<file path="src/mem_defines.svh">
// ----------------------------
// Sizing macros for the memory subsystem, shared by the package,
// the RTL and the testbench through `include
// ----------------------------

`ifndef MEM_DEFINES_SVH
`define MEM_DEFINES_SVH

// Width of one data word in bits
`define MEM_DATA_W 32

// One byte enable per 8-bit lane of a word
`define MEM_BYTES (`MEM_DATA_W / 8)

// Word address width, which gives 256 words in the bank
`define MEM_ADDR_W 8

// Entries in each of the request and response queues
`define MEM_FIFO_DEPTH 4

`endif

</file>
<file path="src/mem_pkg.sv">
// ----------------------------
// Shared types for the memory subsystem: field types plus the
// request and response payloads that travel through the queues
// ----------------------------

`include "mem_defines.svh"

package mem_pkg;

  // Scalar field types, sized from the defines header
  typedef logic [`MEM_ADDR_W-1:0] mem_addr_t;
  typedef logic [`MEM_DATA_W-1:0] mem_word_t;
  typedef logic [`MEM_BYTES-1:0]  mem_be_t;

  // Free-slot count of a queue, wide enough to hold the full depth
  typedef logic [$clog2(`MEM_FIFO_DEPTH + 1)-1:0] mem_cnt_t;

  // One client request
  // Byte enables and write data are ignored for a read
  typedef struct packed {
    logic      is_write;
    mem_addr_t addr;
    mem_be_t   byte_en;
    mem_word_t wdata;
  } mem_req_t;

  // One response per request, returned in request order
  // A write response only acknowledges, so its rdata is zero
  typedef struct packed {
    logic      is_write;
    mem_word_t rdata;
  } mem_resp_t;

endpackage

</file>
<file path="src/mem_bank_ctrl.sv">
// ----------------------------
// Bank controller: pops requests, drives one SRAM access per cycle
// and pushes each response into the response queue in order
// ----------------------------

`timescale 1ns/1ns

module mem_bank_ctrl
  import mem_pkg::*;
(
  input  logic      clk,
  input  logic      reset,

  // Head of the request queue
  input  logic      req_valid,
  output logic      req_ready,
  input  mem_req_t  req,

  // Push side of the response queue
  output logic      resp_valid,
  input  mem_cnt_t  resp_free,
  output mem_resp_t resp,

  // SRAM port, all driven from flops
  output logic      sram_read_en,
  output logic      sram_write_en,
  output mem_addr_t sram_addr,
  output mem_be_t   sram_byte_en,
  output mem_word_t sram_wdata,
  input  mem_word_t sram_rdata
);

  // ------------------------------
  // Pipeline state
  // ------------------------------

  // The issue stage is the registered SRAM command itself
  logic       issue_valid;

  // Completion stage, one entry: the SRAM access has been sampled
  // and its response goes out on the next edge
  logic       cpl_valid;
  logic       cpl_write;

  logic [1:0] in_flight;
  logic       pop;

  assign issue_valid = sram_read_en || sram_write_en;

  // Responses owed but not yet pushed
  assign in_flight = 2'(issue_valid) + 2'(cpl_valid);

  // ------------------------------
  // Issue decision
  // ------------------------------

  // Every request in flight will need a slot, so a new one is only
  // taken when the queue has room for it on top of those
  // The SRAM port is free each cycle since an access takes one cycle
  assign req_ready = (resp_free > mem_cnt_t'(in_flight));
  assign pop       = req_valid && req_ready;

  // Control flops
  // Exactly one enable follows a pop, chosen by the request kind
  always_ff @(posedge clk) begin
    if (reset) begin
      sram_read_en  <= 1'b0;
      sram_write_en <= 1'b0;
      cpl_valid     <= 1'b0;
    end else begin
      sram_read_en  <= pop && !req.is_write;
      sram_write_en <= pop && req.is_write;
      cpl_valid     <= issue_valid;
    end
  end

  // SRAM command payload, only loaded on a pop
  always_ff @(posedge clk) begin
    if (pop) begin
      sram_addr    <= req.addr;
      sram_byte_en <= req.byte_en;
      sram_wdata   <= req.wdata;
    end
  end

  // Kind of the access now completing
  always_ff @(posedge clk) begin
    cpl_write <= sram_write_en;
  end

  // ------------------------------
  // Response push
  // ------------------------------

  // Read data comes straight off the SRAM output register, which
  // holds the word for exactly this cycle
  assign resp_valid    = cpl_valid;
  assign resp.is_write = cpl_write;
  assign resp.rdata    = cpl_write ? '0 : sram_rdata;

endmodule

</file>
<file path="config.mk">
export PLATFORM = sky130hd
export DESIGN_NAME = mem_bank_ctrl
export DESIGN_NICKNAME = d
export VERILOG_FILES = /design/src/mem_pkg.sv /design/src/mem_bank_ctrl.sv
export VERILOG_INCLUDE_DIRS = /design/src
export SDC_FILE = /design/constraint.sdc
export NUM_CORES = 1
export LEC_CHECK = 0
export BUFFER_PORTS_ARGS = -buffer_cell sky130_fd_sc_hd__buf_4
export CORE_AREA = 2 2 84 78
export CTS_BUF_LIST = sky130_fd_sc_hd__clkbuf_2 sky130_fd_sc_hd__clkbuf_4 sky130_fd_sc_hd__clkbuf_8
export DETAILED_ROUTE_END_ITERATION = 10
export DIE_AREA = 0 0 86 80
export PLACE_DENSITY = 0.65
export SYNTH_ARGS = -nofsm -noshare
export SYNTH_HDL_FRONTEND = slang
export SYNTH_SLANG_ARGS = --single-unit
</file>
<file path="constraint.sdc">
create_clock -name clk -period 10 [get_ports clk]
set_clock_uncertainty 0.15 [all_clocks]
set_input_delay 2.5 -clock clk [delete_from_list [all_inputs] [get_ports clk]]
set_output_delay 2.5 -clock clk [all_outputs]
set_load 0.03 [all_outputs]
</file>
* Word-level counts from Yosys, hierarchy flattened
Index checks and enable logic that the tools add are counted.
Word-level totals: output and inout bits 81, bits of input ports 83, register bits after elaboration 48, logic and storage cells 15
Cells by class: $add $sub $neg 1, reduce and logical (&&, ||, !) cells 5, order comparisons 1, multiplexer cells 1
Operators with widths (number):
- $mux W32 | 1
- $gt A3 B2 Y1 | 1
- $logic_and A1 B1 Y1 | 3
- $add A1 B1 Y2 | 1
- $logic_not A1 Y1 | 1
- $logic_or A1 B1 Y1 | 1

* Longest topological paths before layout
Gate-level depths: netlist of run 1.
depth after elaboration 5, depth in mapped cells 7

* Worst setup path before layout of run 1
Ideal clock, no wire load.
path type input to output, start input resp_free[1], end output req_ready, stages on the path 4, slack 3.938 ns, data required time 7.350 ns, arrival time 3.412 ns, path through ha_1 nor2b_4 o31ai_2 inv_1
Between the ends: cells in the longest elaborated chain, start to end 1
Ends and longest elaborated chain:
- from (decl) | line mem_bank_ctrl.sv:21 | input mem_cnt_t resp_free,
- $gt A3 B2 Y1 | line mem_bank_ctrl.sv:60 | assign req_ready = (resp_free > mem_cnt_t'(in_flight));
- to (decl) | line mem_bank_ctrl.sv:16 | output logic req_ready,
Every way passes these cells.

* Worst setup path in the final report of run 1
Same ends and word-level chain as after synthesis.

==> results of run 1 <==
==> area by class of cell <==
class | count | area, um^2
flip-flops and latches | 48 | 1400
fillers | 516 | 2810
inverters | 3 | 11.3
well taps | 72 | 90.1
multi-input cells | 44 | 322
repair buffers | 164 | 1230
clock inverters | 3 | 46.3
clock buffers | 5 | 68.8
==> per-layer routing <==
| layer | wire [um] | track usage (%) |
|---|---|---|
| met3 | 516 | 4.65 |
| met2 | 2800 | 27.8 |
| met4 | 143 | 7.30 |
| met1 | 1600 | 13.7 |
| met5 | 0 | 0 |
==> Yosys cell counts <==
| library cell | number | share of area (%) |
|---|---|---|
| buf_2 | 3 | 0.86 |
| buf_4 | 1 | 0.43 |
| dfxtp_1 | 4 | 4.6 |
| edfxtp_1 | 44 | 76 |
| ha_1 | 3 | 2.1 |
| inv_1 | 3 | 0.64 |
| nand2_1 | 1 | 0.21 |
| nand3b_1 | 1 | 0.43 |
| nor2b_1 | 34 | 12 |
| nor2b_4 | 1 | 0.79 |
| nor3_1 | 1 | 0.29 |
| nor4b_2 | 1 | 0.86 |
| o31ai_2 | 1 | 0.72 |
| or2_2 | 1 | 0.36 |
==> kinds of logic after synthesis <==
group | Yosys count | synth area share (%)
DFF | 48 | 80.1
and+or+nand+nor | 40 | 15.1
adders and majority gates | 3 | 2.15
AOI/OAI and AO/OA | 1 | 0.715
buffers and inverters | 7 | 1.93
==> per-stage QoR <==
stage,std cells,total power [W],instance area (um^2),utilization (%)
detailed placement,331,0.000370,3060,51.1
global placement,331,0.000368,3060,51.1
floorplan,99,0.000308,1750,-
global route,339,0.000525,3170,53.0
CTS,339,0.000511,3170,53.0
finish,339,0.000503,3170,53.0
==> registers in the layout (all words and copies together), names as in the netlist <==
signal         count
cpl_write          1
sram_write_en      1
sram_byte_en       4
resp_valid         1
sram_read_en       1
sram_wdata        32
sram_addr          8
==> worst max-delay path by stage <==
| stage | from | endpoint | slack [ps] |
|---|---|---|---|
| detailed placement | resp_free[1] | req_ready | 3630 |
| finish | resp_free[1] | req_ready | 3630 |
| CTS | resp_free[1] | req_ready | 3620 |
| global placement | resp_free[1] | req_ready | 3670 |
| global route | resp_free[1] | req_ready | 3520 |
| floorplan | resp_free[1] | req_ready | 3940 |
==> power breakdown <==
| group | switching (W) | internal [W] | total [W] |
|---|---|---|---|
| logic | 0.0000694 | 0.0000536 | 0.000123 |
| registers | 0.00000496 | 0.000236 | 0.000241 |
| clock network | 0.0000643 | 0.0000753 | 0.000140 |
==> results.cfg, run 1 <==
[floorplan]
die_w_um = 86
die_h_um = 80
die_area_mm2 = 0.00688
rows = 27
ios = 164
initial_core_util_pct = 29.3
core_area_mm2 = 0.00598

[timing]
final.setup.worst_slack_ps = 3630
rsz0062_at_grt = false
hold_viol = 0
worst_pin_slew_ps = 974
slew_viol_final = 0
max_freq_ghz = 0.157
finalCritPeriodShare_pct = 63.7
fin_crit_ps = 6370
hold_ws_ps = 218
final-setup-viol-count = 0
slew_headroom_pct = 35.0
finalSetupTns_ps = 0

[hold_path]
hold_depth = 0
min_from = sram_write_en
min_to = cpl_write
hold_path.class = reg2reg

[synthesis]
synthesis.area_mm2 = 0.00175
synth.yosys.seq_area_share_pct = 80.1
syn_nets = 185
synth_warnings = 0
syn-mean-instance-area_um2 = 17.7
ys_types = 14
ys_ff_latch = 48
synth_cells = 99

[worst_setup_path]
reg2reg_slack_ps = 7490
ff2ff_path_depth = 7
cpLargestDelayFamily = compound AO/OA/AOI/OAI gates
slowest_delay_ps = 420
path_depth = 6
timing.rr.end = sram_addr[5]
critPathKind = in2out
cpMostUsedCell = buf_4
arrival_ps = 3720
path_cells = buf_4 > ha_1 > nor2b_4 > o31ai_2 > inv_1 > buf_4
slowest_stage = o31ai_2
cp_max_fo = 4
startpoint_type = primary input
cp_num_buf_inv = 3
end_kind = primary output
regToRegStartpoint = sram_write_en
cp_data_required_time_ps = 7350

[power]
power.leakage_nw = 1.45
power.density_mw_per_mm2 = 159
vdd_drop_max_uv = 99.1

[routing]
vias = 1420
detail-route-antenna-nets = 0
dr.pass1.iters = 4
vias_per_cell = 4.19
drt_iter0_drc = 96
drcViolationCount = 0
wl_per_cell_um = 14.9
wl_um = 5060

[clock_network]
post_cts_buffers = 0
root_buffer = clkbuf_8
clockBufferDepth = 2
htreeDepth = 2
cts_resized = 0
clk_latency_ps = 280
cts_buffers = 5
clk_transition_reported_paths_ps = 80
cts.sinks = 48
ctsHoldBuffers = 0
cts_tree = built

[layout]
final_cell_mix = 164 x buf_4, 44 x edfxtp_1, 33 x nor2b_1
syn2layout_area_growth_pct = 81.3
n_antenna_cell = 0
mostFrequentLayoutCell = buf_4
fin_nets = 352
drive_above_1_share_pct = 66.3

[global_route]
grt_pass1_wl_um = 7440
track_usage_pct = 14.5
grt_pass1_vias = 1473
grt_max_degree = 45
grt_overflow = 0
antenna_found_initial = 0

[place]
io_buffer_count = 163
gp_congestion = 0.788
dp_slack_ps = 3630

[run_status]
status = finished, final reports clean

[run]
max-cap-violations = 0
(Power assumes the default switching activity.)
==> run 2, diff against run 1 <==
==> constraint.sdc (replaced) <==
create_clock -name clk -period 6.55 [get_ports clk]
set_clock_uncertainty 0.15 [all_clocks]
set_input_delay 1.6375 -clock clk [delete_from_list [all_inputs] [get_ports clk]]
set_output_delay 1.6375 -clock clk [all_outputs]
set_load 0.03 [all_outputs]
==> run 2 against run 1 <==
  * First-iteration DRC count down 13%
  * Routed wire length down 1.1%
  * Clock-buffer cell count unchanged
  * Non-clock buffer count unchanged
  * Critical path depth unchanged
  * Largest power group unchanged
  * Flip-flop and latch count unchanged
==> results.cfg, run 2 (same netlist as run 1, synthesis figures left out) <==
[run_status]
status = finished, final reports clean

[worst_setup_path]
timing.rr.end = sram_wdata[31]
cp_data_required_time_ps = 4760
regToRegStartpoint = sram_write_en
ff2ff_path_depth = 7
arrival_ps = 2880
startpoint_type = primary input
end_kind = primary output
critPathKind = in2out
reg2reg_slack_ps = 4030
cp_max_fo = 4

[layout]
regMostFlops = sram_wdata
top_regs = sram_wdata: 32 flops, sram_addr: 8 flops, sram_byte_en: 4 flops
largest_register_ffs = 32
mostFrequentLayoutCell = buf_4
n_antenna_cell = 0
fin_nets = 352
drive_above_1_share_pct = 65.9
syn2layout_area_growth_pct = 79.6
final_cell_mix = 164 x buf_4, 44 x edfxtp_1, 33 x nor2b_1

[clock_network]
clk_transition_reported_paths_ps = 80
post_cts_buffers = 0
cts_buffers = 5
ctsHoldBuffers = 0
cts_resized = 0
root_buffer = clkbuf_8
htreeDepth = 2
clockBufferDepth = 2
clk_latency_ps = 280
cts.sinks = 48
cts_tree = built

[routing]
wl_um = 5000
detail-route-antenna-nets = 0
drcViolationCount = 0
wl_per_cell_um = 14.8
vias_per_cell = 4.18
dr.pass1.iters = 4
drt_iter0_drc = 84
vias = 1416

[floorplan]
die_area_mm2 = 0.00688
initial_core_util_pct = 29.3
die_w_um = 86
die_h_um = 80
ios = 164
core_area_mm2 = 0.00598
rows = 27

[hold_path]
hold_path.class = reg2reg
hold_depth = 0
min_from = sram_write_en
min_to = cpl_write

[timing]
finalCritPeriodShare_pct = 71.2
hold_viol = 0
slew_viol_final = 0
finalSetupTns_ps = 0
final.setup.worst_slack_ps = 1890
worst_pin_slew_ps = 972
fin_crit_ps = 4660
rsz0062_at_grt = false
final-setup-viol-count = 0
max_freq_ghz = 0.214
slew_headroom_pct = 35.1

[place]
gp_congestion = 0.788
dp_slack_ps = 1870
io_buffer_count = 163
place_hpwl_um = 4160

[global_route]
grt_pass1_vias = 1453
grt_pass1_wl_um = 7290
grt_overflow = 0
antenna_found_initial = 0
track_usage_pct = 14.2
grt_max_degree = 45

[run]
max-cap-violations = 0

[power]
vdd_drop_max_uv = 127
power.leakage_nw = 1.45
power.density_mw_per_mm2 = 230
[run 2: cell count changes in the layout (fill, tap and decap cells not counted), sizes merged]
cell / before / now
clkinv: 0 / 2
bufinv: 1 / 0
clkinvlp: 1 / 0
[run 2: layout make-up]
| class | instances | area (um^2) |
|---|---|---|
| fillers | 510 | 2840 |
| flip-flops and latches | 48 | 1400 |
| repair buffers | 164 | 1230 |
| multi-input cells | 44 | 322 |
| well taps | 72 | 90.1 |
| clock buffers | 5 | 68.8 |
| clock inverters | 3 | 17.5 |
| inverters | 3 | 11.3 |
[run 2: power by group]
part           total [W]  internal [W]  switching (W)  leakage, nW
Clock           0.000168     0.0000746      0.0000935       0.0460
Sequential      0.000367      0.000360     0.00000767        0.455
Combinational   0.000188     0.0000819       0.000106        0.946
[run 2: metal layers]
layer  up-vias  share of wire, %  GRT usage, %
met5         -                 0             0
met4         0               2.9          6.83
met3        10                11          4.86
met2        98                55          26.9
met1       629                31          13.5
li1        679                 -             -
[run 2: metrics by stage]
| stage | power [W] | hold slack [ps] | utilization, % | instances | area, um^2 |
|---|---|---|---|---|---|
| CTS | 0.000736 | 224 | 52.5 | 339 | 3140 |
| detailed placement | 0.000565 | 213 | 51.1 | 331 | 3060 |
| global placement | 0.000562 | 204 | 51.1 | 331 | 3060 |
| global route | 0.000757 | 242 | 52.5 | 339 | 3140 |
| floorplan | 0.000470 | 343 | - | 99 | 1750 |
| finish | 0.000723 | 219 | 52.5 | 339 | 3140 |
[run 2: critical path: stages]
cell and delay, ps:
buf_4 110, ha_1 310, nor2b_4 140, o31ai_2 420, inv_1 80, buf_4 180
[run 2: worst max-delay path by stage]
stage                     cells past startpoint          from      endpoint
after floorplan                               4  resp_free[1]  sram_addr[0]
after global placement                        6  resp_free[1]     req_ready
after detailed placement                      6  resp_free[1]     req_ready
after CTS                                     6  resp_free[1]     req_ready
after global routing                          6  resp_free[1]     req_ready
final                                         6  resp_free[1]     req_ready
