==> src/mem_defines.svh <==
// ----------------------------
// Sizing macros for the memory subsystem, shared by the package,
// the RTL and the testbench through `include
// ----------------------------

`ifndef MEM_DEFINES_SVH
`define MEM_DEFINES_SVH

// Width of one data word in bits
`define MEM_DATA_W 32

// One byte enable per 8-bit lane of a word
`define MEM_BYTES (`MEM_DATA_W / 8)

// Word address width, which gives 256 words in the bank
`define MEM_ADDR_W 8

// Entries in each of the request and response queues
`define MEM_FIFO_DEPTH 4

`endif

==> src/mem_pkg.sv <==
// ----------------------------
// Shared types for the memory subsystem: field types plus the
// request and response payloads that travel through the queues
// ----------------------------

`include "mem_defines.svh"

package mem_pkg;

  // Scalar field types, sized from the defines header
  typedef logic [`MEM_ADDR_W-1:0] mem_addr_t;
  typedef logic [`MEM_DATA_W-1:0] mem_word_t;
  typedef logic [`MEM_BYTES-1:0]  mem_be_t;

  // Free-slot count of a queue, wide enough to hold the full depth
  typedef logic [$clog2(`MEM_FIFO_DEPTH + 1)-1:0] mem_cnt_t;

  // One client request
  // Byte enables and write data are ignored for a read
  typedef struct packed {
    logic      is_write;
    mem_addr_t addr;
    mem_be_t   byte_en;
    mem_word_t wdata;
  } mem_req_t;

  // One response per request, returned in request order
  // A write response only acknowledges, so its rdata is zero
  typedef struct packed {
    logic      is_write;
    mem_word_t rdata;
  } mem_resp_t;

endpackage

==> src/stream_fifo.sv <==
// ----------------------------
// Valid/ready queue on flip-flops; the payload type is a parameter,
// so one module buffers both requests and responses
// ----------------------------

`timescale 1ns/1ns

`include "mem_defines.svh"

module stream_fifo
  import mem_pkg::*;
#(
  parameter type data_t = mem_req_t,
  parameter int  DEPTH  = `MEM_FIFO_DEPTH
) (
  input  logic                         clk,
  input  logic                         reset,

  // Push side
  input  logic                         in_valid,
  output logic                         in_ready,
  input  data_t                        in_data,

  // Pop side
  output logic                         out_valid,
  input  logic                         out_ready,
  output data_t                        out_data,

  // Slots still free, for a producer that plans ahead
  output logic [$clog2(DEPTH + 1)-1:0] free_count
);

  // ------------------------------
  // Local sizes and state
  // ------------------------------

  localparam int PTR_W = (DEPTH > 1) ? $clog2(DEPTH) : 1;
  localparam int CNT_W = $clog2(DEPTH + 1);

  // Payload entries carry no reset
  data_t mem [DEPTH];

  logic [PTR_W-1:0] wr_ptr;
  logic [PTR_W-1:0] rd_ptr;
  logic [CNT_W-1:0] count;
  logic             push;
  logic             pop;

  // Pointer step that also wraps for a depth that is not a power of two
  function automatic logic [PTR_W-1:0] next_ptr(input logic [PTR_W-1:0] ptr);
    if (ptr == PTR_W'(DEPTH - 1)) begin
      return '0;
    end
    return ptr + PTR_W'(1);
  endfunction

  // ------------------------------
  // Handshake
  // ------------------------------

  // Full drops ready and empty drops valid
  // A push and a pop may land on the same edge
  assign in_ready   = (count != CNT_W'(DEPTH));
  assign out_valid  = (count != '0);
  assign push       = in_valid && in_ready;
  assign pop        = out_valid && out_ready;
  assign out_data   = mem[rd_ptr];
  assign free_count = CNT_W'(DEPTH) - count;

  // Pointers and occupancy
  always_ff @(posedge clk) begin
    if (reset) begin
      wr_ptr <= '0;
      rd_ptr <= '0;
      count  <= '0;
    end else begin
      if (push) begin
        wr_ptr <= next_ptr(wr_ptr);
      end
      if (pop) begin
        rd_ptr <= next_ptr(rd_ptr);
      end
      // Occupancy only moves when exactly one side transfers
      case ({push, pop})
        2'b10:   count <= count + CNT_W'(1);
        2'b01:   count <= count - CNT_W'(1);
        default: count <= count;
      endcase
    end
  end

  // An item written here is visible at the head on the next cycle
  always_ff @(posedge clk) begin
    if (push) begin
      mem[wr_ptr] <= in_data;
    end
  end

endmodule

==> config.mk <==
export PLATFORM = sky130hd
export DESIGN_NAME = stream_fifo
export DESIGN_NICKNAME = d
export VERILOG_FILES = /design/src/mem_pkg.sv /design/src/stream_fifo.sv
export VERILOG_INCLUDE_DIRS = /design/src
export SDC_FILE = /design/constraint.sdc
export NUM_CORES = 1
export LEC_CHECK = 0
export BUFFER_PORTS_ARGS = -buffer_cell sky130_fd_sc_hd__buf_2
export CORE_UTILIZATION = 60
export DETAILED_ROUTE_END_ITERATION = 10
export GPL_ROUTABILITY_DRIVEN = 0
export PLACE_DENSITY = 0.81
export SYNTH_ARGS = -nofsm -noshare
export SYNTH_HDL_FRONTEND = slang
export SYNTH_SLANG_ARGS = --single-unit
==> constraint.sdc <==
create_clock -name clk -period 7.7 [get_ports clk]
set_input_delay 0.385 -clock clk [delete_from_list [all_inputs] [get_ports clk]]
set_output_delay 0.385 -clock clk [all_outputs]
set_load 0.01 [all_outputs]
=== After elaboration in Yosys (flattened, before gate mapping) ===
Memories as Yosys holds them, arrays and structs flattened. A register that Yosys moved wholly into a read port is not among the register bits.
Cells that the tools add are included.

* Add/subtract/negate cells: 5
* Equal/unequal tests: 5
* Muxes and demuxes: 15
* Reduce and logical (&&, ||, !) cells: 4

{| class="wikitable"
|+ Operators by type and width
! operator !! count
|-
| two-way mux 2 bit || 6
|-
| two-way mux 1 bit || 8
|-
| equality test 2 bit, second input constant || 3
|-
| case mux 3 bit (2 select lines) || 1
|-
| adder 2 x 1 -> 2 bit, second input constant || 2
|-
| adder 3 x 1 -> 3 bit, second input constant || 1
|-
| inequality test 3 bit, second input constant || 1
|-
| nonzero test 3 bit || 1
|-
| subtractor 3 x 1 -> 3 bit, second input constant || 1
|-
| subtractor 3 bit, first input constant || 1
|-
| equality test 2 x 1 -> 1 bit, second input constant || 1
|-
| logical AND 1 bit || 2
|-
| nonzero test 2 bit || 1
|}

* Register bits: 7
* RAM bits: 180
* Bits of input ports: 49
* Memories: 1

{| class="wikitable"
|+ Memories
! name !! depth !! width !! rd ports !! clocked after Yosys merged registers in !! write ports !! line !! source
|-
| mem || 4 || 45 || 1 || 1 || 1 || stream_fifo.sv:41 || <nowiki>data_t mem [DEPTH];</nowiki>
|}

=== Longest topological paths before layout ===
Gate-level depths: netlist of the first run.

* Depth in word-level cells: 7
* Mapped depth: 12
* Depth with buffers taken out: 11

=== Worst setup path before layout of the first run ===
Ideal clock, no wire load.

* Path type: register to register
* Start point: register count[0]
* End point: memory mem[3][10] (netlist bit) (enable)
* Library setup time: 0.407 ns
* Data arrival time: 2.264 ns
* Required time: 7.293 ns
* Setup slack: 5.029 ns
* Cell stages (with the launch flop): 7
* Period minus slack after synthesis: 2.671 ns
* Cell sequence: dfxtp_1 -> inv_1 -> ha_1 -> ha_1 -> nor2b_1 -> clkbuf_1 -> and2_1

* Longest elaborated chain between the ends: 4

{| class="wikitable"
|+ RTL lines
! item !! line !! source
|-
| start: declaration || stream_fifo.sv:45 || <nowiki>logic [CNT_W-1:0] count;</nowiki>
|-
| start signal: assignment || stream_fifo.sv:85 || <nowiki>2'b10: count <= count + CNT_W'(1);</nowiki>
|-
| start signal: assignment || stream_fifo.sv:86 || <nowiki>2'b01: count <= count - CNT_W'(1);</nowiki>
|-
| start signal: assignment || stream_fifo.sv:87 || <nowiki>default: count <= count;</nowiki>
|-
| inequality test 3 bit || stream_fifo.sv:63 || <nowiki>assign in_ready = (count != CNT_W'(DEPTH));</nowiki>
|-
| logical AND 1 bit || stream_fifo.sv:65 || <nowiki>assign push = in_valid && in_ready;</nowiki>
|-
| two-way mux 1 bit || stream_fifo.sv:94 || <nowiki>if (push) begin</nowiki>
|-
| two-way mux 1 bit (not written as such) || stream_fifo.sv:95 || <nowiki>mem[wr_ptr] <= in_data;</nowiki>
|-
| end: declaration || stream_fifo.sv:41 ||
|}

No other way between the ends.

=== Worst setup path in the final report of the first run ===
* Start point: register count[0]
* End point: register count[2]

* Longest elaborated chain between the ends: 4
* Elaborated cells on any way between the ends: 10
* Those cells by class: add/sub: 2; eq/ne: 3; mux: 1; reduce/logical: 4

{| class="wikitable"
|+ RTL lines
! item !! line !! source
|-
| nonzero test 3 bit * || stream_fifo.sv:64 || <nowiki>assign out_valid = (count != '0);</nowiki>
|-
| logical AND 1 bit * || stream_fifo.sv:66 || <nowiki>assign pop = out_valid && out_ready;</nowiki>
|-
| via pop || stream_fifo.sv:47 || <nowiki>logic pop;</nowiki>
|-
| equality test 2 x 1 -> 1 bit or equality test 2 bit (tied branches) || stream_fifo.sv:84 || <nowiki>case ({push, pop})</nowiki>
|-
| case mux 3 bit (2 select lines) or nonzero test 2 bit (tied branches) || - ||
|}

Mark *: on every way through the listed nets, which the timed path passes. The rest lies on a longest branch.
A chain may end at the register's enable or synchronous reset.

==> impl_metrics.tcl, run 1 <==
set metrics [dict create \
    htreeDepth 4 \
    wire_per_inst_um 21.6 \
    placed_area_um2 7650 \
    outcome "finished clean" \
    cts_resized 0 \
    core_area_um2 11500 \
    fillers 667 \
    synth_edf_count 180 \
    via_per_inst 5.79 \
    synth_warnings 0 \
    die-area_um2 12200 \
    clockRootBuffer "clkbuf_16" \
    setup_viol 0 \
    hpwl_um 7010 \
    synthArstFlopShare_pct 0 \
    synthTopCellsByArea "edfxtp_1, mux4_2, dfxtp_1, mux4_1, ha_1" \
    area_delta_synth_final_pct 17.0 \
    cts_buffers 17 \
    insertion_delay_ns 0.42 \
    yosysTopAreaCell "edfxtp_1" \
    drt-met1-wl_um 4940 \
    pre_cts_ws_ns 5.09 \
    synth_seq_area_share_pct 79.1 \
    crit_fanout 3 \
    total_power_uw 2720 \
    met2_wirelength_um 6170 \
    synth_common_cells "edfxtp_1, mux4_2, inv_1" \
    syn_inst 291 \
    row_count 39 \
    peakVddDrop_mv 0.236 \
    rsz0062_at_grt "false" \
    placedCellCount 525 \
    hold_class "in2reg" \
    ys_types 21 \
    postCtsSetupRepairBufs 0 \
    grt_max_degree 46 \
    drtIter0Drc 256 \
    drt_wl_total_um 12000 \
    fp.dieW_um 111 \
    fin_skew_ns 0.00608 \
    cts_max_path_buffers 2 \
    syn-num-nets 350 \
    finalNetCount 460 \
    maxSlewHeadroom_pct 41.1 \
    critical_path_class "reg2reg" \
    hold-path-cell-count 1 \
    ys_seq_elements 189 \
    setup_ws_ns 5.06 \
    final_area_um2 8270 \
    clock_sinks 189 \
    synth_area_per_cell_um2 24.3 \
    grt_pass1_vias 3423 \
    required_ns 8.05 \
    ios 99 \
    hold_viol 0 \
    tritoncts "yes" \
    yosys_most_used_dff "edfxtp_1" \
    fmax_mhz 379 \
    highest_layer "met4" \
    yosysTopAreaCellShare_pct 76.5 \
    drive_gt1_share_pct 42.5 \
    synth_most_common_cell "edfxtp_1" \
    totalNegativeSetupSlack_ns 0 \
    worst_setup_path_start_kind "flop" \
    drv_cap 0 \
    drv_slew 0 \
    overflow 0 \
    drcViolationCount 0 \
    drt_first_pass_iters 4 \
    initial_core_util_pct 61.6 \
    dr_wl_met3_um 801 \
    synth_area_um2 7070 \
    fin_crit_ns 2.64 \
    antenna_found_initial 0 \
    ctsHoldBuffers 0 \
    fin_cells 558 \
    ff2ff_path_depth 10 \
    postRouteAntennaNets 0 \
    ff2ff_setup_slack_ns 5.06 \
    cp.arrival_ns 2.99 \
    die_y_um 111 \
    worstSetupEndpointType "flop" \
    timing.final.crit_share_pct 34.2 \
    power_density_nw_per_um2 329 \
    track_usage_pct 21.3 \
    port-buffer-count 98 \
    vias 3230 \
    p_leak_uw 0.00285 \
    worst_slew_pin_slew_ns 0.883 \
    grt_pass1_wl_um 18600 \
    cts.clk_slew.worst_paths_ns 0.06 \
]
layer usage:
layer  track usage, %  vias to the layer above
met2             34.9                      128
met5                0                        -
met3             6.53                       11
met4             8.27                        0
met1             26.8                     1668
li1                 -                     1423
layout make-up:
class | instances | area (µm²) | share of cell area, %
flip-flops and latches | 189 | 5590 | 67.6
multi-input cells | 80 | 1320 | 16.0
repair buffers | 103 | 528 | 6.39
clock buffers | 26 | 499 | 6.04
well taps | 143 | 179 | 2.16
clock inverters | 6 | 110 | 1.33
inverters | 10 | 37.5 | 0.454
diodes | 1 | 2.50 | 0.0303
critical path, cell delays in order, from the launching register on:
cell	delay [ns]
dfxtp_1	0.37
inv_1	0.09
ha_1	0.23
ha_1	0.21
nor2b_1	0.31
ha_1	0.27
inv_1	0.07
fa_1	0.39
xor2_1	0.17
or3_1	0.31
a21oi_1	0.16
report_power, final:
| part | switching (µW) | internal [µW] | total (µW) |
|---|---|---|---|
| clock network | 333 | 545 | 879 |
| logic | 259 | 267 | 526 |
| registers | 77.9 | 1240 | 1310 |
| total | 671 | 2050 | 2720 |
cell usage in the layout (no fill, tap or decap), drive strengths merged, types with 2 or more instances in the layout:
cell type / n
nor2: 9
and2: 4
buf: 103
mux4: 45
edfxtp: 180
inv: 10
bufinv: 3
ha: 9
xor2: 2
dfxtp: 9
a21oi: 2
clkinvlp: 2
mux2i: 4
nor2b: 2
clkbuf: 26
final timing paths:
kind | end | start
setup reg to reg | count[2]$_SDFFE_PP0P_ | count[0]$_SDFFE_PP0P_
hold reg to reg | flop | rd_ptr[1]$_SDFFE_PP0P_
hold / removal | mem[0][20]$_DFFE_PP_ | in_data[20]
setup / recovery | count[2]$_SDFFE_PP0P_ | count[0]$_SDFFE_PP0P_
cell families after synthesis:
group	Yosys count	synth area share, %
AOI/OAI and AO/OA	3	0.212
xor gates and xnor gates	2	0.248
adders and majority gates	10	1.88
buffers and inverters	22	2.34
DFF	189	79.1
muxes	49	15.2
and+or+nand+nor	16	1.10
through the flow:
step	utilization, %	hold WS [ns]
after floorplan	-	0.454
after global placement	66.8	0.473
after detailed placement	66.8	0.527
after CTS	72.1	0.154
after global routing	72.1	0.153
final	72.1	0.178
flip-flops by register name, summed over array words and instances, names as in the netlist, named ones only:
register,flops
wr_ptr,2
mem,180
count,3
rd_ptr,2
No activity file was read; power rests on OpenSTA's default activity.
==> run 2: changes to the inputs <==
--- a/config.mk
+++ b/config.mk
@@ -6,11 +6,12 @@
 export SDC_FILE = /design/constraint.sdc
 export NUM_CORES = 1
 export LEC_CHECK = 0
+export ABC_AREA = 1
 export BUFFER_PORTS_ARGS = -buffer_cell sky130_fd_sc_hd__buf_2
-export CORE_UTILIZATION = 60
+export CORE_UTILIZATION = 57
 export DETAILED_ROUTE_END_ITERATION = 10
 export GPL_ROUTABILITY_DRIVEN = 0
-export PLACE_DENSITY = 0.81
+export PLACE_DENSITY = 0.77
 export SYNTH_ARGS = -nofsm -noshare
 export SYNTH_HDL_FRONTEND = slang
 export SYNTH_SLANG_ARGS = --single-unit
==> constraint.sdc (replaced) <==
create_clock -name clk -period 2.7 [get_ports clk]
set_input_delay 0.135 -clock clk [delete_from_list [all_inputs] [get_ports clk]]
set_output_delay 0.135 -clock clk [all_outputs]
set_load 0.01 [all_outputs]
==> impl_metrics.tcl, run 2 <==
set metrics [dict create \
    outcome "finished clean" \
    timing.final.crit_share_pct 84.1 \
    synth_common_cells "edfxtp_1, nor2_1, o21ai_1" \
    setup_viol 0 \
    rsz0062_at_grt "false" \
    drtIter0Drc 344 \
    total_power_uw 8310 \
    die-area_um2 13200 \
    insertion_delay_ns 0.42 \
    ios 99 \
    largest_reg_flops 180 \
    fillers 801 \
    drv_slew 0 \
    drv_cap 0 \
    grt_max_degree 91 \
    cts.clk_slew.worst_paths_ns 0.07 \
    final_util_pct 72.6 \
    syn-num-nets 561 \
    antenna_found_initial 0 \
    regArea_um2 5590 \
    yosysTopAreaCell "edfxtp_1" \
    postRouteAntennaNets 0 \
    synth_area_um2 7250 \
    final_cell_mix "edfxtp_1, buf_2, nor2_1, o21ai_1, dlygate4sd3_1" \
    multi_input_area_um2 1360 \
    required_ns 3.02 \
    clock_sinks 189 \
    synth_warnings 0 \
    cp.arrival_ns 2.59 \
    vias 4522 \
    die_y_um 115 \
    placedCellCount 749 \
    fin_cells 828 \
    synth_area_per_cell_um2 14.4 \
    htreeDepth 4 \
    reg_top3 "mem (180), count (3)" \
    yosys_most_used_dff "edfxtp_1" \
    top_register "mem" \
    hold_class "in2reg" \
    drt_wl_total_um 14500 \
    worstSetupEndpointType "flop" \
    wire_per_inst_um 17.5 \
    cts_max_path_buffers 2 \
    n_antenna_cell 0 \
    drive_gt1_share_pct 22.3 \
    hpwl_um 8060 \
    core_area_um2 12200 \
    synthArstFlopShare_pct 0 \
    grt_pass1_wl_um 22300 \
    maxSlewHeadroom_pct 56.1 \
    peakVddDrop_mv 0.663 \
    yosysTopAreaCellShare_pct 74.5 \
    via_per_inst 5.46 \
    drcViolationCount 0 \
    finalNetCount 706 \
    tritoncts "yes" \
    area_delta_synth_final_pct 22.2 \
    fmax_mhz 441 \
    port-buffer-count 98 \
    clockRootBuffer "clkbuf_16" \
    ys_seq_elements 189 \
    fp.dieW_um 115 \
    fin_skew_ns 0.00928 \
    overflow 0 \
    synth_edf_count 180 \
    hold_viol 0 \
    fin_crit_ns 2.27 \
    initial_core_util_pct 59.4 \
    drt_first_pass_iters 5 \
    synth_seq_area_share_pct 77.0 \
    grt_pass1_vias 4424 \
    syn_inst 502 \
    worst_slew_pin_slew_ns 0.658 \
    postCtsSetupRepairBufs 0 \
    cts_buffers 17 \
    synth_most_common_cell "edfxtp_1" \
    layout_commonest_cell "edfxtp_1" \
    crit_fanout 4 \
    worst_setup_path_start_kind "flop" \
    p_leak_uw 0.00320 \
    synthTopCellsByArea "edfxtp_1, nor2_1, o21ai_1, o22ai_1, dfxtp_1" \
    ys_types 18 \
    power_density_nw_per_um2 937 \
    critical_path_class "reg2reg" \
    row_count 40 \
    track_usage_pct 23.4 \
]
-- run 2: report_power, final --
group	switching, µW	internal [µW]	total (µW)	leakage, µW
Sequential	143	3530	3670	0.00173
Clock	1040	1300	2330	0.000270
Combinational	1480	826	2300	0.00121
-- run 2: kinds of logic (layout without fill, tap and decap cells) --
| group | after synthesis | count (layout) | synth area share, % |
|---|---|---|---|
| adder cells (fa/ha/maj) | 10 | 10 | 1.83 |
| AND/OR/NAND/NOR | 110 | 110 | 5.78 |
| AO/OA/AOI/OAI | 144 | 144 | 10.7 |
| buffers and inverters | 49 | 207 | 4.66 |
| flip-flops | 189 | 189 | 77.0 |
-- run 2: worst paths after layout --
check	from	to	slack, ns	cells after the start
max	count[0]$_SDFFE_PP0P_	count[2]$_SDFFE_PP0P_	0.43	13
min	out_ready	flop	0.12	4
max reg2reg	count[0]$_SDFFE_PP0P_	count[2]$_SDFFE_PP0P_	0.43	13
min reg2reg	count[0]$_SDFFE_PP0P_	count[0]$_SDFFE_PP0P_	0.50	1
-- run 2: per-layer routing --
| metal | vias to the layer above | track usage [%] | wire length, µm |
|---|---|---|---|
| li1 | 2155 | - | - |
| met1 | 2198 | 29.3 | 5940 |
| met2 | 153 | 39.8 | 7600 |
| met3 | 16 | 5.96 | 800 |
| met4 | 0 | 8.48 | 146 |
| met5 | - | 0 | 0 |
-- run 2: metrics by stage --
step / TNS (ns) / setup slack (ns) / hold WS [ns] / area, µm²
6_report: 0 / 0.430 / 0.117 / 8860
5_1_grt: 0 / 0.286 / 0.171 / 8860
4_1_cts: 0 / 0.474 / 0.0823 / 8860
3_5_place_dp: 0 / 0.478 / 0.337 / 7830
3_3_place_gp: 0 / 0.670 / 0.335 / 7830
2_1_floorplan: -133.78 / -0.743 / 0.204 / 7250
-- run 2: critical path, cell delays in order (launching register included) --
cell,delay (ns)
dfxtp_1,0.37
inv_1,0.10
ha_1,0.23
ha_1,0.19
inv_1,0.07
nand2_1,0.07
inv_1,0.09
ha_1,0.20
inv_1,0.08
fa_1,0.39
nand2_1,0.11
nand4_1,0.13
nand2_1,0.10
nor2_1,0.04
-- run 2: repair_timing --
action,CTS,global route
gates resized for setup,0,0
hold buffers,47,0
endpoints found under the hold margin,181,0
-- run 2: final cells by class --
class	instances	share of cell area (%)
inverters	20	0.946
multi-input cells	264	15.3
well taps	168	2.37
flip-flops and latches	189	63.1
clock inverters	13	1.31
clock buffers	19	5.00
repair buffers	155	12.0
==> run 3: changes to the inputs <==
--- a/config.mk
+++ b/config.mk
@@ -8,10 +8,10 @@
 export LEC_CHECK = 0
 export ABC_AREA = 1
 export BUFFER_PORTS_ARGS = -buffer_cell sky130_fd_sc_hd__buf_2
-export CORE_UTILIZATION = 57
+export CORE_UTILIZATION = 51
 export DETAILED_ROUTE_END_ITERATION = 10
 export GPL_ROUTABILITY_DRIVEN = 0
-export PLACE_DENSITY = 0.77
+export PLACE_DENSITY = 0.73
 export SYNTH_ARGS = -nofsm -noshare
 export SYNTH_HDL_FRONTEND = slang
 export SYNTH_SLANG_ARGS = --single-unit
==> constraint.sdc (replaced) <==
create_clock -name clk -period 1.87 [get_ports clk]
set_input_delay 0.0935 -clock clk [delete_from_list [all_inputs] [get_ports clk]]
set_output_delay 0.0935 -clock clk [all_outputs]
set_load 0.01 [all_outputs]
==> impl_metrics.tcl, run 3 (synthesis gave the netlist of run 2 again) <==
set metrics [dict create \
    worstSetupEndpointType "flop" \
    finalNetCount 733 \
    top_register "mem" \
    cp-startpoint "count[0]$_SDFFE_PP0P_" \
    placed_area_um2 8060 \
    rr_endpoint "count[1]$_SDFFE_PP0P_" \
    final_area_um2 9350 \
    die-area_um2 14700 \
    fp.dieW_um 121 \
    n_antenna_cell 0 \
    fin_cells 867 \
    power.share.sequential_pct 40.8 \
    peakVddDrop_mv 0.688 \
    cts_buffers 17 \
    hold_class "in2reg" \
    track_usage_pct 21.4 \
    overflow 0 \
    drive_gt1_share_pct 28.4 \
    cp.arrival_ns 2.22 \
    crit_fanout 3 \
    fin_crit_ns 1.87 \
    power_density_nw_per_um2 1380 \
    core_area_um2 13900 \
    fin_skew_ns 0.00856 \
    drv_cap 0 \
    critical_path_class "reg2reg" \
    grt_max_degree 91 \
    via_per_inst 5.48 \
    initial_core_util_pct 52.2 \
    pre_cts_ws_ns -0.0895 \
    ios 99 \
    die_y_um 121 \
    power_switching_uw 4250 \
    drcViolationCount 0 \
    clkPwrFrac_pct 27.6 \
    met2_wirelength_um 8160 \
    htreeDepth 4 \
    grt_pass1_vias 4655 \
    required_ns 2.22 \
    drt_wl_total_um 15800 \
    cts.clk_slew.worst_paths_ns 0.07 \
    fillers 955 \
    p_leak_uw 0.00339 \
    row_count 43 \
    setup_ws_ns -0.000334 \
    layout_commonest_cell "edfxtp_1" \
    reg_top3 "mem (180), count (3)" \
    cts_max_path_buffers 2 \
    wire_per_inst_um 18.2 \
    worst_setup_path_start_kind "flop" \
    tritoncts "yes" \
    hold_viol 0 \
    clockRootBuffer "clkbuf_16" \
    rsz0062_at_grt "true" \
    dr_wl_met3_um 880 \
    fmax_mhz 535 \
    highest_layer "met4" \
    maxSlewHeadroom_pct 80.5 \
    final_cell_mix "edfxtp_1, buf_2, nor2_1, o21ai_1, dlygate4sd3_1" \
    drv_slew 0 \
    failed_checks "negative setup slack" \
    largest_reg_flops 180 \
    worst_slew_pin_slew_ns 0.292 \
    p_int_uw 8640 \
    outcome "complete, but fails checks" \
    hold-path-cell-count 5 \
    antenna_found_initial 0 \
    min_from "out_ready" \
    timing.final.crit_share_pct 100 \
    combPwrFrac_pct 31.6 \
    setup_viol 1 \
    drt_first_pass_iters 5 \
    sw_frac_of_total_pct 33.0 \
    placedCellCount 774 \
    drtIter0Drc 442 \
    insertion_delay_ns 0.43 \
    clock_sinks 189 \
    ff2ff_setup_slack_ns -0.0003 \
    hold_end "rd_ptr[0]$_SDFFE_PP0P_" \
    postRouteAntennaNets 0 \
    grt_pass1_wl_um 23100 \
    crit-reg2reg-launch "count[0]$_SDFFE_PP0P_" \
    ff2ff_path_depth 10 \
    port-buffer-count 98 \
    hpwl_um 8760 \
    drt-met1-wl_um 6530 \
    area_delta_synth_final_pct 28.9 \
    vias 4754 \
]
## run 3: changes by cell type in the layout (fill, tap and decap cells not counted), moves of 3 or more
cell / before / now
nand2_2: 0 / 3
inv_1: 18 / 11
inv_6: 3 / 6
buf_12: 2 / 9
ha_1: 9 / 5
nand2_1: 7 / 3
ha_4: 0 / 4
clkinv_8: 0 / 4
clkinv_2: 5 / 0
buf_6: 0 / 3
buf_4: 8 / 24
inv_2: 0 / 6
## run 3: per-layer routing
metal | vias to the layer above | global-route usage [%]
met1 | 2336 | 26.0
met4 | 0 | 9.34
met2 | 181 | 36.5
li1 | 2217 | -
met3 | 20 | 4.84
met5 | - | 0
## run 3: through the flow
stage               hold slack, ns  total power, µW  setup TNS [ns]  utilization (%)
floorplan                    0.163             7650          -14.39                -
global placement             0.286             8780         -0.0129             58.0
detailed placement           0.292             8890          -0.155             58.0
CTS                          0.137            12700          -0.211             66.4
global route                 0.214            13500           -1.08             67.4
finish                       0.196            12900       -0.000334             67.4
## run 3: how the worst max path moves through the flow
stage / endpoint / slack, ns / cells past startpoint
2_1_floorplan: mem[0][0]$_DFFE_PP_ / -0.1 / 6
3_3_place_gp: count[2]$_SDFFE_PP0P_ / -0.01 / 15
3_5_place_dp: count[2]$_SDFFE_PP0P_ / -0.09 / 14
4_1_cts: out_data[39] / -0.06 / 4
5_1_grt: count[2]$_SDFFE_PP0P_ / -0.06 / 15
6_report: count[1]$_SDFFE_PP0P_ / -0.0003 / 10
## run 3: area by class of cell
cell class                      count  area (µm²)  area share (%)
Sequential cell                   189        5590            59.8
Multi-Input combinational cell    264        1450            15.5
Timing Repair Buffer              181        1360            14.5
Clock buffer                       18         429            4.59
Tap cell                          180         225            2.41
Clock inverter                     14         173            1.85
Inverter                           20         111            1.19
Timing Repair inverter              1        16.3           0.174
## run 3: what timing repair did
action                                  4_1_cts  5_1_grt
hold buffers                                 47        0
gates resized for setup                      13       13
hold endpoints to repair                    181        0
endpoints found under the setup margin       44       59
setup buffers                                 6        7
pin swaps                                     2        5
gates cloned                                  0        1
## run 3: worst max-delay path: stages (launching register included)
cell and delay [ns]:
dfxtp_2 0.34, inv_2 0.05, ha_4 0.16, buf_4 0.13
ha_4 0.16, inv_6 0.07, nand2_8 0.05, ha_4 0.17
inv_2 0.07, fa_2 0.44, a21oi_2 0.16
## run 3: power groups by stage
stage	combinational, µW	clock (µW)	sequential [µW]
final	4080	3560	5260
after global routing	4420	3750	5290
after CTS	3800	3600	5260
after detailed placement	3520	0	5370
after global placement	3430	0	5350
after floorplan	2370	0	5270
